[config.mk]
export PLATFORM = sky130hd
export DESIGN_NAME = booth_mul
export DESIGN_NICKNAME = d
export VERILOG_FILES = /design/src/mul_pkg.sv /design/src/booth_mul.sv /design/src/booth_accum.sv /design/src/booth_encoder.sv /design/src/operand_prep.sv /design/src/booth_ctrl.sv
export SDC_FILE = /design/constraint.sdc
export NUM_CORES = 1
export LEC_CHECK = 0
export BUFFER_PORTS_ARGS = -buffer_cell sky130_fd_sc_hd__buf_2
export CAP_MARGIN = 20
export CORE_ASPECT_RATIO = 0.8
export CORE_MARGIN = 8
export CORE_UTILIZATION = 47
export DETAILED_ROUTE_END_ITERATION = 12
export PLACE_DENSITY = 0.65
export SLEW_MARGIN = 10
export SYNTH_ARGS = -nofsm -noshare
export SYNTH_HDL_FRONTEND = slang
export SYNTH_SLANG_ARGS = --single-unit
[constraint.sdc]
create_clock -name clk -period 8.5 [get_ports clk]
set_clock_uncertainty 0.05 [all_clocks]
set_input_delay 0.85 -clock clk [delete_from_list [all_inputs] [get_ports clk]]
set_output_delay 0.85 -clock clk [all_outputs]
set_load 0.01 [all_outputs]
[src/mul_pkg.sv]
package mul_pkg;

	// **************************************************
	// datapath widths
	// **************************************************

	// architectural operand width
	localparam int xlen = 64;
	// operand plus two sign bits, even so radix-4 digits tile it exactly
	localparam int ext_w = 66;
	// full signed product of two extended operands
	localparam int acc_w = 132;

	// **************************************************
	// iteration control
	// **************************************************

	// one radix-4 digit per iteration, 66 / 2
	localparam int iter_d = 33;
	// word mode only needs the low 34 bits of the multiplier
	localparam int iter_w = 17;
	// counter wide enough for iter_d
	localparam int cnt_w = 6;

	// control FSM states
	typedef enum logic [1:0] {
		st_idle,
		st_busy,
		st_done
	} mul_state_t;

	// per-operand signedness, bit 1 multiplicand, bit 0 multiplier
	// mul -> sign_ss, mulh -> sign_ss, mulhsu -> sign_su, mulhu -> sign_uu
	typedef enum logic [1:0] {
		sign_uu = 2'd0,
		sign_us = 2'd1,
		sign_su = 2'd2,
		sign_ss = 2'd3
	} mul_sign_t;

endpackage
[src/booth_mul.sv]
`timescale 1ns/10ps

module booth_mul (
	input  logic                     clk,
	input  logic                     rst,
	input  logic                     mul_valid,
	input  logic                     flush,
	input  logic                     mulw,
	input  mul_pkg::mul_sign_t       mul_signed,
	input  logic [mul_pkg::xlen-1:0] multiplicand,
	input  logic [mul_pkg::xlen-1:0] multiplier,
	output logic                     mul_ready,
	output logic                     out_valid,
	output logic [mul_pkg::xlen-1:0] result_hi,
	output logic [mul_pkg::xlen-1:0] result_lo
);
	import mul_pkg::*;

	// control strobes
	logic             load;
	logic             step;
	logic             finish;
	logic             word_q;
	// extended operands, combinational from the inputs
	logic [ext_w-1:0] ext_cand;
	logic [ext_w-1:0] ext_plier;
	// booth digit path
	logic [2:0]       window;
	logic [acc_w-1:0] cand_sh;
	logic [acc_w-1:0] part_prod;

	// **************************************************
	// control
	// **************************************************

	booth_ctrl u_ctrl (
		.clk       (clk),
		.rst       (rst),
		.mul_valid (mul_valid),
		.flush     (flush),
		.mulw      (mulw),
		.mul_ready (mul_ready),
		.out_valid (out_valid),
		.load      (load),
		.step      (step),
		.finish    (finish),
		.word_q    (word_q)
	);

	// **************************************************
	// datapath
	// **************************************************

	// operands are only sampled on the load edge
	operand_prep u_prep (
		.mulw         (mulw),
		.mul_signed   (mul_signed),
		.multiplicand (multiplicand),
		.multiplier   (multiplier),
		.ext_cand     (ext_cand),
		.ext_plier    (ext_plier)
	);

	booth_accum u_accum (
		.clk       (clk),
		.rst       (rst),
		.load      (load),
		.step      (step),
		.finish    (finish),
		.word_q    (word_q),
		.ext_cand  (ext_cand),
		.ext_plier (ext_plier),
		.part_prod (part_prod),
		.window    (window),
		.cand_sh   (cand_sh),
		.result_hi (result_hi),
		.result_lo (result_lo)
	);

	// one partial product per cycle
	booth_encoder u_enc (
		.window    (window),
		.cand_sh   (cand_sh),
		.part_prod (part_prod)
	);

endmodule

[src/booth_accum.sv]
`timescale 1ns/10ps

module booth_accum (
	input  logic                      clk,
	input  logic                      rst,
	input  logic                      load,
	input  logic                      step,
	input  logic                      finish,
	input  logic                      word_q,
	input  logic [mul_pkg::ext_w-1:0] ext_cand,
	input  logic [mul_pkg::ext_w-1:0] ext_plier,
	input  logic [mul_pkg::acc_w-1:0] part_prod,
	output logic [2:0]                window,
	output logic [mul_pkg::acc_w-1:0] cand_sh,
	output logic [mul_pkg::xlen-1:0]  result_hi,
	output logic [mul_pkg::xlen-1:0]  result_lo
);
	import mul_pkg::*;

	// multiplier with the implicit zero below the lsb
	logic [ext_w:0]   plier_q;
	// running sum of partial products
	logic [acc_w-1:0] acc;
	// sum including the current digit
	logic [acc_w-1:0] sum;
	logic [xlen-1:0]  fmt_hi;
	logic [xlen-1:0]  fmt_lo;

	// **************************************************
	// shift registers and accumulator
	// **************************************************

	// lowest three bits select the current booth digit
	assign window = plier_q[2:0];

	assign sum = acc + part_prod;

	always_ff @(posedge clk) begin
		if (load) begin
			// sign-extend to the accumulator width
			cand_sh <= {{(acc_w-ext_w){ext_cand[ext_w-1]}}, ext_cand};
			plier_q <= {ext_plier, 1'b0};
			acc     <= '0;
		end else if (step) begin
			// next digit weighs four times more
			cand_sh <= {cand_sh[acc_w-3:0], 2'b00};
			// arithmetic shift, top windows decode to zero
			plier_q <= {{2{plier_q[ext_w]}}, plier_q[ext_w:2]};
			acc     <= sum;
		end
	end

	// **************************************************
	// result formatting
	// **************************************************

	always_comb begin
		if (word_q) begin
			// mulw: sign-extended low word, high half all copies of bit 31
			fmt_lo = {{(xlen-32){sum[31]}}, sum[31:0]};
			fmt_hi = {xlen{sum[31]}};
		end else begin
			// full 128-bit product split in halves
			fmt_lo = sum[xlen-1:0];
			fmt_hi = sum[2*xlen-1:xlen];
		end
	end

	// result registers
	// hold their value until the next completed operation
	always_ff @(posedge clk) begin
		if (rst) begin
			result_hi <= '0;
			result_lo <= '0;
		end else if (finish) begin
			result_hi <= fmt_hi;
			result_lo <= fmt_lo;
		end
	end

endmodule

[src/booth_encoder.sv]
`timescale 1ns/10ps

module booth_encoder (
	input  logic [2:0]                window,
	input  logic [mul_pkg::acc_w-1:0] cand_sh,
	output logic [mul_pkg::acc_w-1:0] part_prod
);
	import mul_pkg::*;

	logic [acc_w-1:0] mag;
	logic             neg;

	// **************************************************
	// radix-4 recoding
	// **************************************************

	// window is {b(2i+1), b(2i), b(2i-1)}
	// digit = -2*b(2i+1) + b(2i) + b(2i-1)
	always_comb begin
		mag = '0;
		neg = 1'b0;
		case (window)
			3'b000, 3'b111: begin
				// digit 0
				mag = '0;
				neg = 1'b0;
			end
			3'b001, 3'b010: begin
				// +X
				mag = cand_sh;
				neg = 1'b0;
			end
			3'b011: begin
				// +2X
				mag = {cand_sh[acc_w-2:0], 1'b0};
				neg = 1'b0;
			end
			3'b100: begin
				// -2X
				mag = {cand_sh[acc_w-2:0], 1'b0};
				neg = 1'b1;
			end
			3'b101, 3'b110: begin
				// -X
				mag = cand_sh;
				neg = 1'b1;
			end
			default: begin
				mag = '0;
				neg = 1'b0;
			end
		endcase
	end

	// full-width two's complement
	// so no +1 correction is carried into the accumulator
	assign part_prod = neg ? (~mag + acc_w'(1)) : mag;

endmodule

[src/operand_prep.sv]
`timescale 1ns/10ps

module operand_prep (
	input  logic                      mulw,
	input  mul_pkg::mul_sign_t        mul_signed,
	input  logic [mul_pkg::xlen-1:0]  multiplicand,
	input  logic [mul_pkg::xlen-1:0]  multiplier,
	output logic [mul_pkg::ext_w-1:0] ext_cand,
	output logic [mul_pkg::ext_w-1:0] ext_plier
);
	import mul_pkg::*;

	logic cand_sgn;
	logic plier_sgn;
	logic cand_top;
	logic plier_top;

	// **************************************************
	// sign decode
	// **************************************************

	// multiplicand signed for su and ss
	assign cand_sgn = (mul_signed == sign_su) || (mul_signed == sign_ss);
	// multiplier signed for us and ss
	assign plier_sgn = (mul_signed == sign_us) || (mul_signed == sign_ss);

	// fill bit for doubleword mode, zero when unsigned
	assign cand_top = cand_sgn && multiplicand[xlen-1];
	assign plier_top = plier_sgn && multiplier[xlen-1];

	// **************************************************
	// extension
	// **************************************************

	always_comb begin
		if (mulw) begin
			// word ops always sign-extend the low word
			// upper 32 bits and sign mode are ignored here
			ext_cand  = {{(ext_w-32){multiplicand[31]}}, multiplicand[31:0]};
			ext_plier = {{(ext_w-32){multiplier[31]}}, multiplier[31:0]};
		end else begin
			// two extra bits so an unsigned 64-bit value stays positive
			ext_cand  = {{(ext_w-xlen){cand_top}}, multiplicand};
			ext_plier = {{(ext_w-xlen){plier_top}}, multiplier};
		end
	end

endmodule

[src/booth_ctrl.sv]
`timescale 1ns/10ps

module booth_ctrl (
	input  logic clk,
	input  logic rst,
	input  logic mul_valid,
	input  logic flush,
	input  logic mulw,
	output logic mul_ready,
	output logic out_valid,
	output logic load,
	output logic step,
	output logic finish,
	output logic word_q
);
	import mul_pkg::*;

	mul_state_t       state;
	mul_state_t       state_nx;
	logic [cnt_w-1:0] cnt;
	logic             last_iter;

	// **************************************************
	// handshake and datapath strobes
	// **************************************************

	// only idle takes a new request
	assign mul_ready = (state == st_idle);
	// flush wins over accept
	assign load = mul_ready && mul_valid && !flush;
	// every busy cycle retires one booth digit
	assign step = (state == st_busy);
	assign last_iter = (cnt == cnt_w'(1));
	// a flushed last iteration must not touch the result registers
	assign finish = step && last_iter && !flush;

	// next state
	always_comb begin
		state_nx = state;
		case (state)
			st_idle: begin
				if (load) begin
					state_nx = st_busy;
				end
			end
			st_busy: begin
				if (flush) begin
					state_nx = st_idle;
				end else if (last_iter) begin
					state_nx = st_done;
				end
			end
			st_done: begin
				// stay until the out_valid cycle has been seen
				if (flush || out_valid) begin
					state_nx = st_idle;
				end
			end
			default: begin
				state_nx = st_idle;
			end
		endcase
	end

	always_ff @(posedge clk) begin
		if (rst) begin
			state <= st_idle;
		end else begin
			state <= state_nx;
		end
	end

	// iteration counter, loaded on accept
	always_ff @(posedge clk) begin
		if (rst) begin
			cnt    <= '0;
			word_q <= 1'b0;
		end else if (load) begin
			cnt    <= mulw ? cnt_w'(iter_w) : cnt_w'(iter_d);
			// word mode held for result formatting
			word_q <= mulw;
		end else if (step) begin
			cnt <= cnt - cnt_w'(1);
		end
	end

	// done pulse, one cycle after entering st_done
	// not raised again while it is already high
	always_ff @(posedge clk) begin
		if (rst) begin
			out_valid <= 1'b0;
		end else begin
			out_valid <= (state == st_done) && !out_valid && !flush;
		end
	end

endmodule

After elaboration in Yosys (flattened, before gate mapping)
Cells that the tools add are included.
- word-level logic and storage cells: 72
- input bits: 135
- register bits after elaboration: 469
- bitwise gates (word level): 1
- equality and inequality tests: 16
- $add $sub $neg: 3
- mux-type cells: 19
- reductions and logical operators: 22
- operators by type and width (operator ; count):
    $mux 132 ; 3
    $pmux 132 s3 ; 1
    $mux 66 ; 3
    $add 132x1->132 const B ; 1
    $add 132x132->132 ; 1
    $not 132->132 ; 1
    $mux 64 ; 2
    $mux 67 ; 1
    $mux 6 ; 3
    $eq 3x3->1 const B ; 4
    $logic_and 1x1->1 ; 8
    $mux 2 ; 4
    $eq 2x2->1 const B ; 3
    $eq 3x2->1 const B ; 2
    $eq 6x1->1 const B ; 1
    $pmux 2 s3 ; 1
    $sub 6x1->6 const B ; 1
    $reduce_or 5->1 ; 1
    $eq 2x1->1 const B ; 2
    $reduce_or 2->1 ; 2
    $reduce_or 4->1 ; 1
    $eq 3x1->1 const B ; 1
    $logic_not 3->1 ; 1
    $logic_or 1x1->1 ; 3
    9 further kinds ; 10

Logic depth before layout (Yosys ltp)
- word-level depth: 8
- mapped depth: 38
- depth with buffers taken out: 28

Hierarchy
A second synthesis with hierarchy kept.
- cells, all modules: 4886
- area total of the unflattened synthesis: 39130.0 um^2
- modules (own cells, without submodules) (module ; instances ; cells an instance ; sequential area each (um^2) ; area each (um^2)):
    booth_accum ; 1 ; 2774 ; 11090.6 ; 26133.8
    booth_encoder ; 1 ; 1846 ; 0.0 ; 11262.1
    operand_prep ; 1 ; 213 ; 0.0 ; 1247.4
    booth_ctrl ; 1 ; 53 ; 200.2 ; 486.7

Worst setup path before layout
OpenSTA, ideal clock, no wires.
- path kind: reg2reg
- start: register u_accum.plier_q[1]
- end: register u_accum.result_hi[54] (netlist bit)
- data arrival time: 7.235 ns
- stages on the path, launching flop included: 36
- required time: 8.331 ns
- path buffers: 11
- slack: 1.096 ns
- path through: edfxtp_1 > inv_1 > ha_1 > buf_2 > buf_6 > clkbuf_1 > clkbuf_1 > buf_1 > buf_2 > buf_2 > clkbuf_1 > clkbuf_1 > clkbuf_1 > a22oi_1 > ha_1 > o211ai_1 > nor3_1 > and4_1 > nand4_2 > or3_1 > or2_1 > nor2_1 > and4_1 > a31oi_1 > xnor2_1 > ha_1 > clkbuf_1 > nand4_1 > or3_1 > nor3_1 > nand3_1 > nor2b_1 > o31ai_1 > a21boi_0 > xnor2_1 > o221a_2
- cells in the longest elaborated chain, start to end: 8
- RTL lines (element ; RTL line ; source):
    start, declared ; booth_accum.sv:21 ; logic [ext_w:0] plier_q;
    start signal, assigned ; booth_accum.sv:42 ; plier_q <= {ext_plier, 1'b0};
    start signal, assigned ; booth_accum.sv:48 ; plier_q <= {{2{plier_q[ext_w]}}, plier_q[ext_w:2]};
    $eq 3x1->1, or another cell as far along ; booth_encoder.sv:22 ; case (window)
    $reduce_or 4->1 (no source line), or another cell as far along ; - ;
    $pmux 132 s3 ; booth_encoder.sv:22 ;
    $not 132->132 ; booth_encoder.sv:57 ; assign part_prod = neg ? (~mag + acc_w'(1)) : mag;
    $add 132x1->132 ; booth_encoder.sv:57 ;
    $mux 132 (*) ; booth_encoder.sv:57 ;
    $add 132x132->132 (*) ; booth_accum.sv:36 ; assign sum = acc + part_prod;
    $mux 64 (*) ; booth_accum.sv:58 ; if (word_q) begin
    end signal, assigned ; booth_accum.sv:76 ; result_hi <= fmt_hi;
    end, declared ; booth_accum.sv:15 ; output logic [mul_pkg::xlen-1:0] result_hi,
Mark *: on every way between the ends. The rest lies on a longest branch, timed or not.
A chain may end at the register's enable or synchronous reset.

Worst setup path in the final report
- start: register u_accum.plier_q[1]
- end: register u_accum.acc[124]
- cells in the longest elaborated chain, start to end: 7
- RTL lines (element ; RTL line ; source):
    $eq 3x1->1, or another cell as far along ; booth_encoder.sv:22 ;
    $reduce_or 4->1 (no source line), or another cell as far along ; - ;
    $pmux 132 s3 ; booth_encoder.sv:22 ;
    $not 132->132 ; booth_encoder.sv:57 ;
    $add 132x1->132 ; booth_encoder.sv:57 ;
    $mux 132 (*) ; booth_encoder.sv:57 ;
    $add 132x132->132 (*) ; booth_accum.sv:36 ;
    end signal, assigned ; booth_accum.sv:49 ; acc <= sum;
    end, declared ; booth_accum.sv:23 ; logic [acc_w-1:0] acc;
Marks and branches as above.

==> impl_metrics.csv <==
group,metric,value,unit
finish,fill_cells,6128,
placement,hpwl,81.5,mm
sta,rsz0062_at_grt,"no",
grt,grt_usage,0.280,
synthesis,synth_seq_cells,461,
synthesis,yosys_warnings,0,
synthesis,synth.most_common_cell,"nand2_1",
synthesis,syn_inst,3688,
setup_path,cp-start-kind,"flip-flop",
finish,final_util,0.531,
grt,grt_antenna_before_repair,24,
floorplanning,die_area,73600,um2
detailed_routing,wl,108,mm
cts,htreeDepth,2,
cts,cts_resized,0,
cts,cts.root.buffer_cell,"clkbuf_16",
cts,path_clk_slew,0.06,ns
cts,cts_tree,"done",
cts,cts_max_path_buffers,3,
status,outcome,"complete, no violations",
grt,grt_pass1_vias,26300,
floorplanning,fp.dieW,301,um
synthesis,netlist.area_leader.share,0.190,
synthesis,yosysTopAreaCell,"edfxtp_1",
grt,grt_start_max_net_pins,166,
sta,min_period,7.73,ns
setup_path,cp_common_cell,"a21oi_1",
cts,postCtsHoldBufs,0,
sta,setup-tns-final,0,ns
placement,port-buffer-count,264,
setup_path,critPathSlowestCell,"mux2_4",
setup_path,cp-startpoint,"u_accum.plier_q[1]$_DFFE_PP_",
synthesis,yosysSeqAreaShare,0.365,
detailed_routing,antenna_left,0,
setup_path,worstSetupPathType,"reg -> reg",
sta,setup_viol,0,
sta,finalCritPeriodShare,0.909,
finish,area_growth,11.5,%
detailed_routing,viasPerCell,6.25,
synthesis,synth_edf_count,194,
power_and_ir_drop,ir_drop,0.129,mV
floorplanning,num_rows,83,
power_and_ir_drop,p_leak,0.0138,uW
synthesis,yosys-top-cells-count,"nand2_1 (452), a21oi_1 (424), o21ai_0 (327)",
synthesis,ys_async_sr_fraction,0,
cts,cts_setup_buffers,0,
detailed_routing,drt_iter0_drc,3438,
synthesis,synth_ff_type,"dfxtp_1",
setup_path,arrival,8.12,ns
worst_hold_path,worstHoldStart,"u_accum.result_lo[23]$_SDFFE_PP0P_",
detailed_routing,wl_per_cell,23.2,um
sta,worst_pin_slew,1.06,ns
sta,timing.fmax,129,MHz
grt,grt_pass1_wl,163,mm
finish,drive_gt1_frac,0.124,
setup_path,r2r-start,"u_accum.plier_q[1]$_DFFE_PP_",
detailed_routing,first_pass_iters,6,
setup_path,crit_path_max_fanout,78,
floorplanning,coreArea,64300,um2
synthesis,syn_avg_cell_area,8.30,um2
floorplanning,initial_core_util,0.476,
cts,cts-buffers-inserted,49,
run,maxCapViolations,0,
setup_path,endpoint_kind,"flip-flop",
synthesis,synth_cell_types,90,
synthesis,synth.net_count,3960,
sta,final_max_slew_viol_count,0,
finish,layout.nets,4042,
synthesis,yosys-top-cells-area,"edfxtp_1 (19%), dfxtp_1 (17%), a21oi_1 (6.9%)",
detailed_routing,vias,29200,
sta,relSlewSlack,0.290,
cts,clkSinkCount,461,
detailed_routing,drc,0,
power_and_ir_drop,powerDensity,335,nW/um2
grt,gr-total-overflow,0,
worst_hold_path,hold_path_class,"reg -> reg",
floorplanning,io_pins,265,
setup_path,worstPathRequired,8.89,ns
setup_path,critPathMaxStageDelay,0.57,ns
placement,place_congestion,1.02,
cts,clock_latency,0.61,ns
sta,final_hold_viol_count,0,
floorplanning,die_y,244,um
synthesis,netlist_area,30600,um2
## layer usage
layer / GRT usage / vias to the layer above / wire, um
li1: - / 13900 / -
met1: 0.450 / 13700 / 53500
met2: 0.329 / 1443 / 37400
met3: 0.122 / 133 / 15400
met4: 0.0470 / 32 / 1700
met5: 0.00991 / - / 299
## metrics by stage
stage	instances	hold slack [ns]	total power (uW)	area, um2	worst slack, ns
2_1_floorplan	3688	0.382	6990	30600	1.10
3_3_place_gp	4565	0.390	8960	32400	1.04
3_5_place_dp	4565	0.393	8880	32400	1.01
4_1_cts	4656	0.402	11200	34000	0.922
5_1_grt	4662	0.424	12000	34100	0.347
6_report	4666	0.399	11400	34100	0.770
## power by group
group | internal [uW] | switching [uW] | leakage, uW
sequential | 2700 | 355 | 0.00405
clock | 1340 | 947 | 0.000826
combinational | 1980 | 4110 | 0.00891
## flip-flops by register name (all words and copies together), names as in the netlist
name,cells
u_accum.result_hi,64
u_accum.result_lo,64
u_ctrl.cnt,6
u_ctrl.word_q,1
u_ctrl.out_valid,1
u_accum.acc,128
u_ctrl.state,2
u_accum.plier_q,67
u_accum.cand_sh,128
## cell type report
| class | instances | area (um2) | area share |
|---|---|---|---|
| multi-input combinational | 2898 | 18300 | 0.535 |
| sequential | 461 | 11200 | 0.327 |
| timing repair buffer | 306 | 1710 | 0.0502 |
| clock buffer | 65 | 1360 | 0.0398 |
| tap | 850 | 1060 | 0.0312 |
| clock inverter | 26 | 330 | 0.00968 |
| inverter | 54 | 213 | 0.00623 |
| antenna | 6 | 15.0 | 0.000440 |
## placed cells by master, fill, tap and decap left out, drive strengths merged, types with 18 or more instances in the layout
| cell | count |
|---|---|
| a21oi | 424 |
| and2 | 18 |
| clkbuf | 65 |
| o21ai | 347 |
| edfxtp | 194 |
| a21boi | 24 |
| a22o | 131 |
| o221a | 35 |
| a22oi | 132 |
| a211oi | 19 |
| o21bai | 40 |
| a21o | 116 |
| nor3 | 47 |
| dfxtp | 267 |
| nand2 | 453 |
| a31oi | 51 |
| nand4 | 80 |
| xor2 | 94 |
| inv | 54 |
| xnor2 | 161 |
| o31ai | 24 |
| nor4 | 26 |
| nand3 | 65 |
| nor2 | 266 |
| ha | 136 |
| buf | 306 |
## path summary, 6_finish.rpt
| kind | slack, ns | to | depth (start not counted) |
|---|---|---|---|
| max reg2reg | 0.77 | u_accum.acc[124]$_SDFFE_PP0P_ | 25 |
| max | 0.77 | u_accum.acc[124]$_SDFFE_PP0P_ | 25 |
| min reg2reg | 0.40 | u_accum.result_lo[23]$_SDFFE_PP0P_ | 2 |
| min | 0.40 | u_accum.result_lo[23]$_SDFFE_PP0P_ | 2 |
## worst max-delay path, delay by kind of cell (launching register included)
kind,cells,cell delay (ns)
flip-flops,1,0.42
XOR/XNOR,2,0.55
AND/OR/NAND/NOR,7,1.63
AO/OA/AOI/OAI,13,3.70
adder cells (fa/ha/maj),2,0.63
multiplexers,1,0.57
## cell families (layout without fill, tap and decap cells)
| family | count (synthesis) | count (layout) | synth area share |
|---|---|---|---|
| compound gates | 1448 | 1448 | 0.304 |
| simple gates | 1053 | 1053 | 0.158 |
| flops | 461 | 461 | 0.365 |
| buf+inv | 329 | 451 | 0.0416 |
| xor+xnor | 255 | 255 | 0.0729 |
| fa+ha+maj | 137 | 137 | 0.0562 |
| mux | 5 | 5 | 0.00196 |
| other cells | 0 | 6 | 0 |
Power figures use the tool's default switching activity.
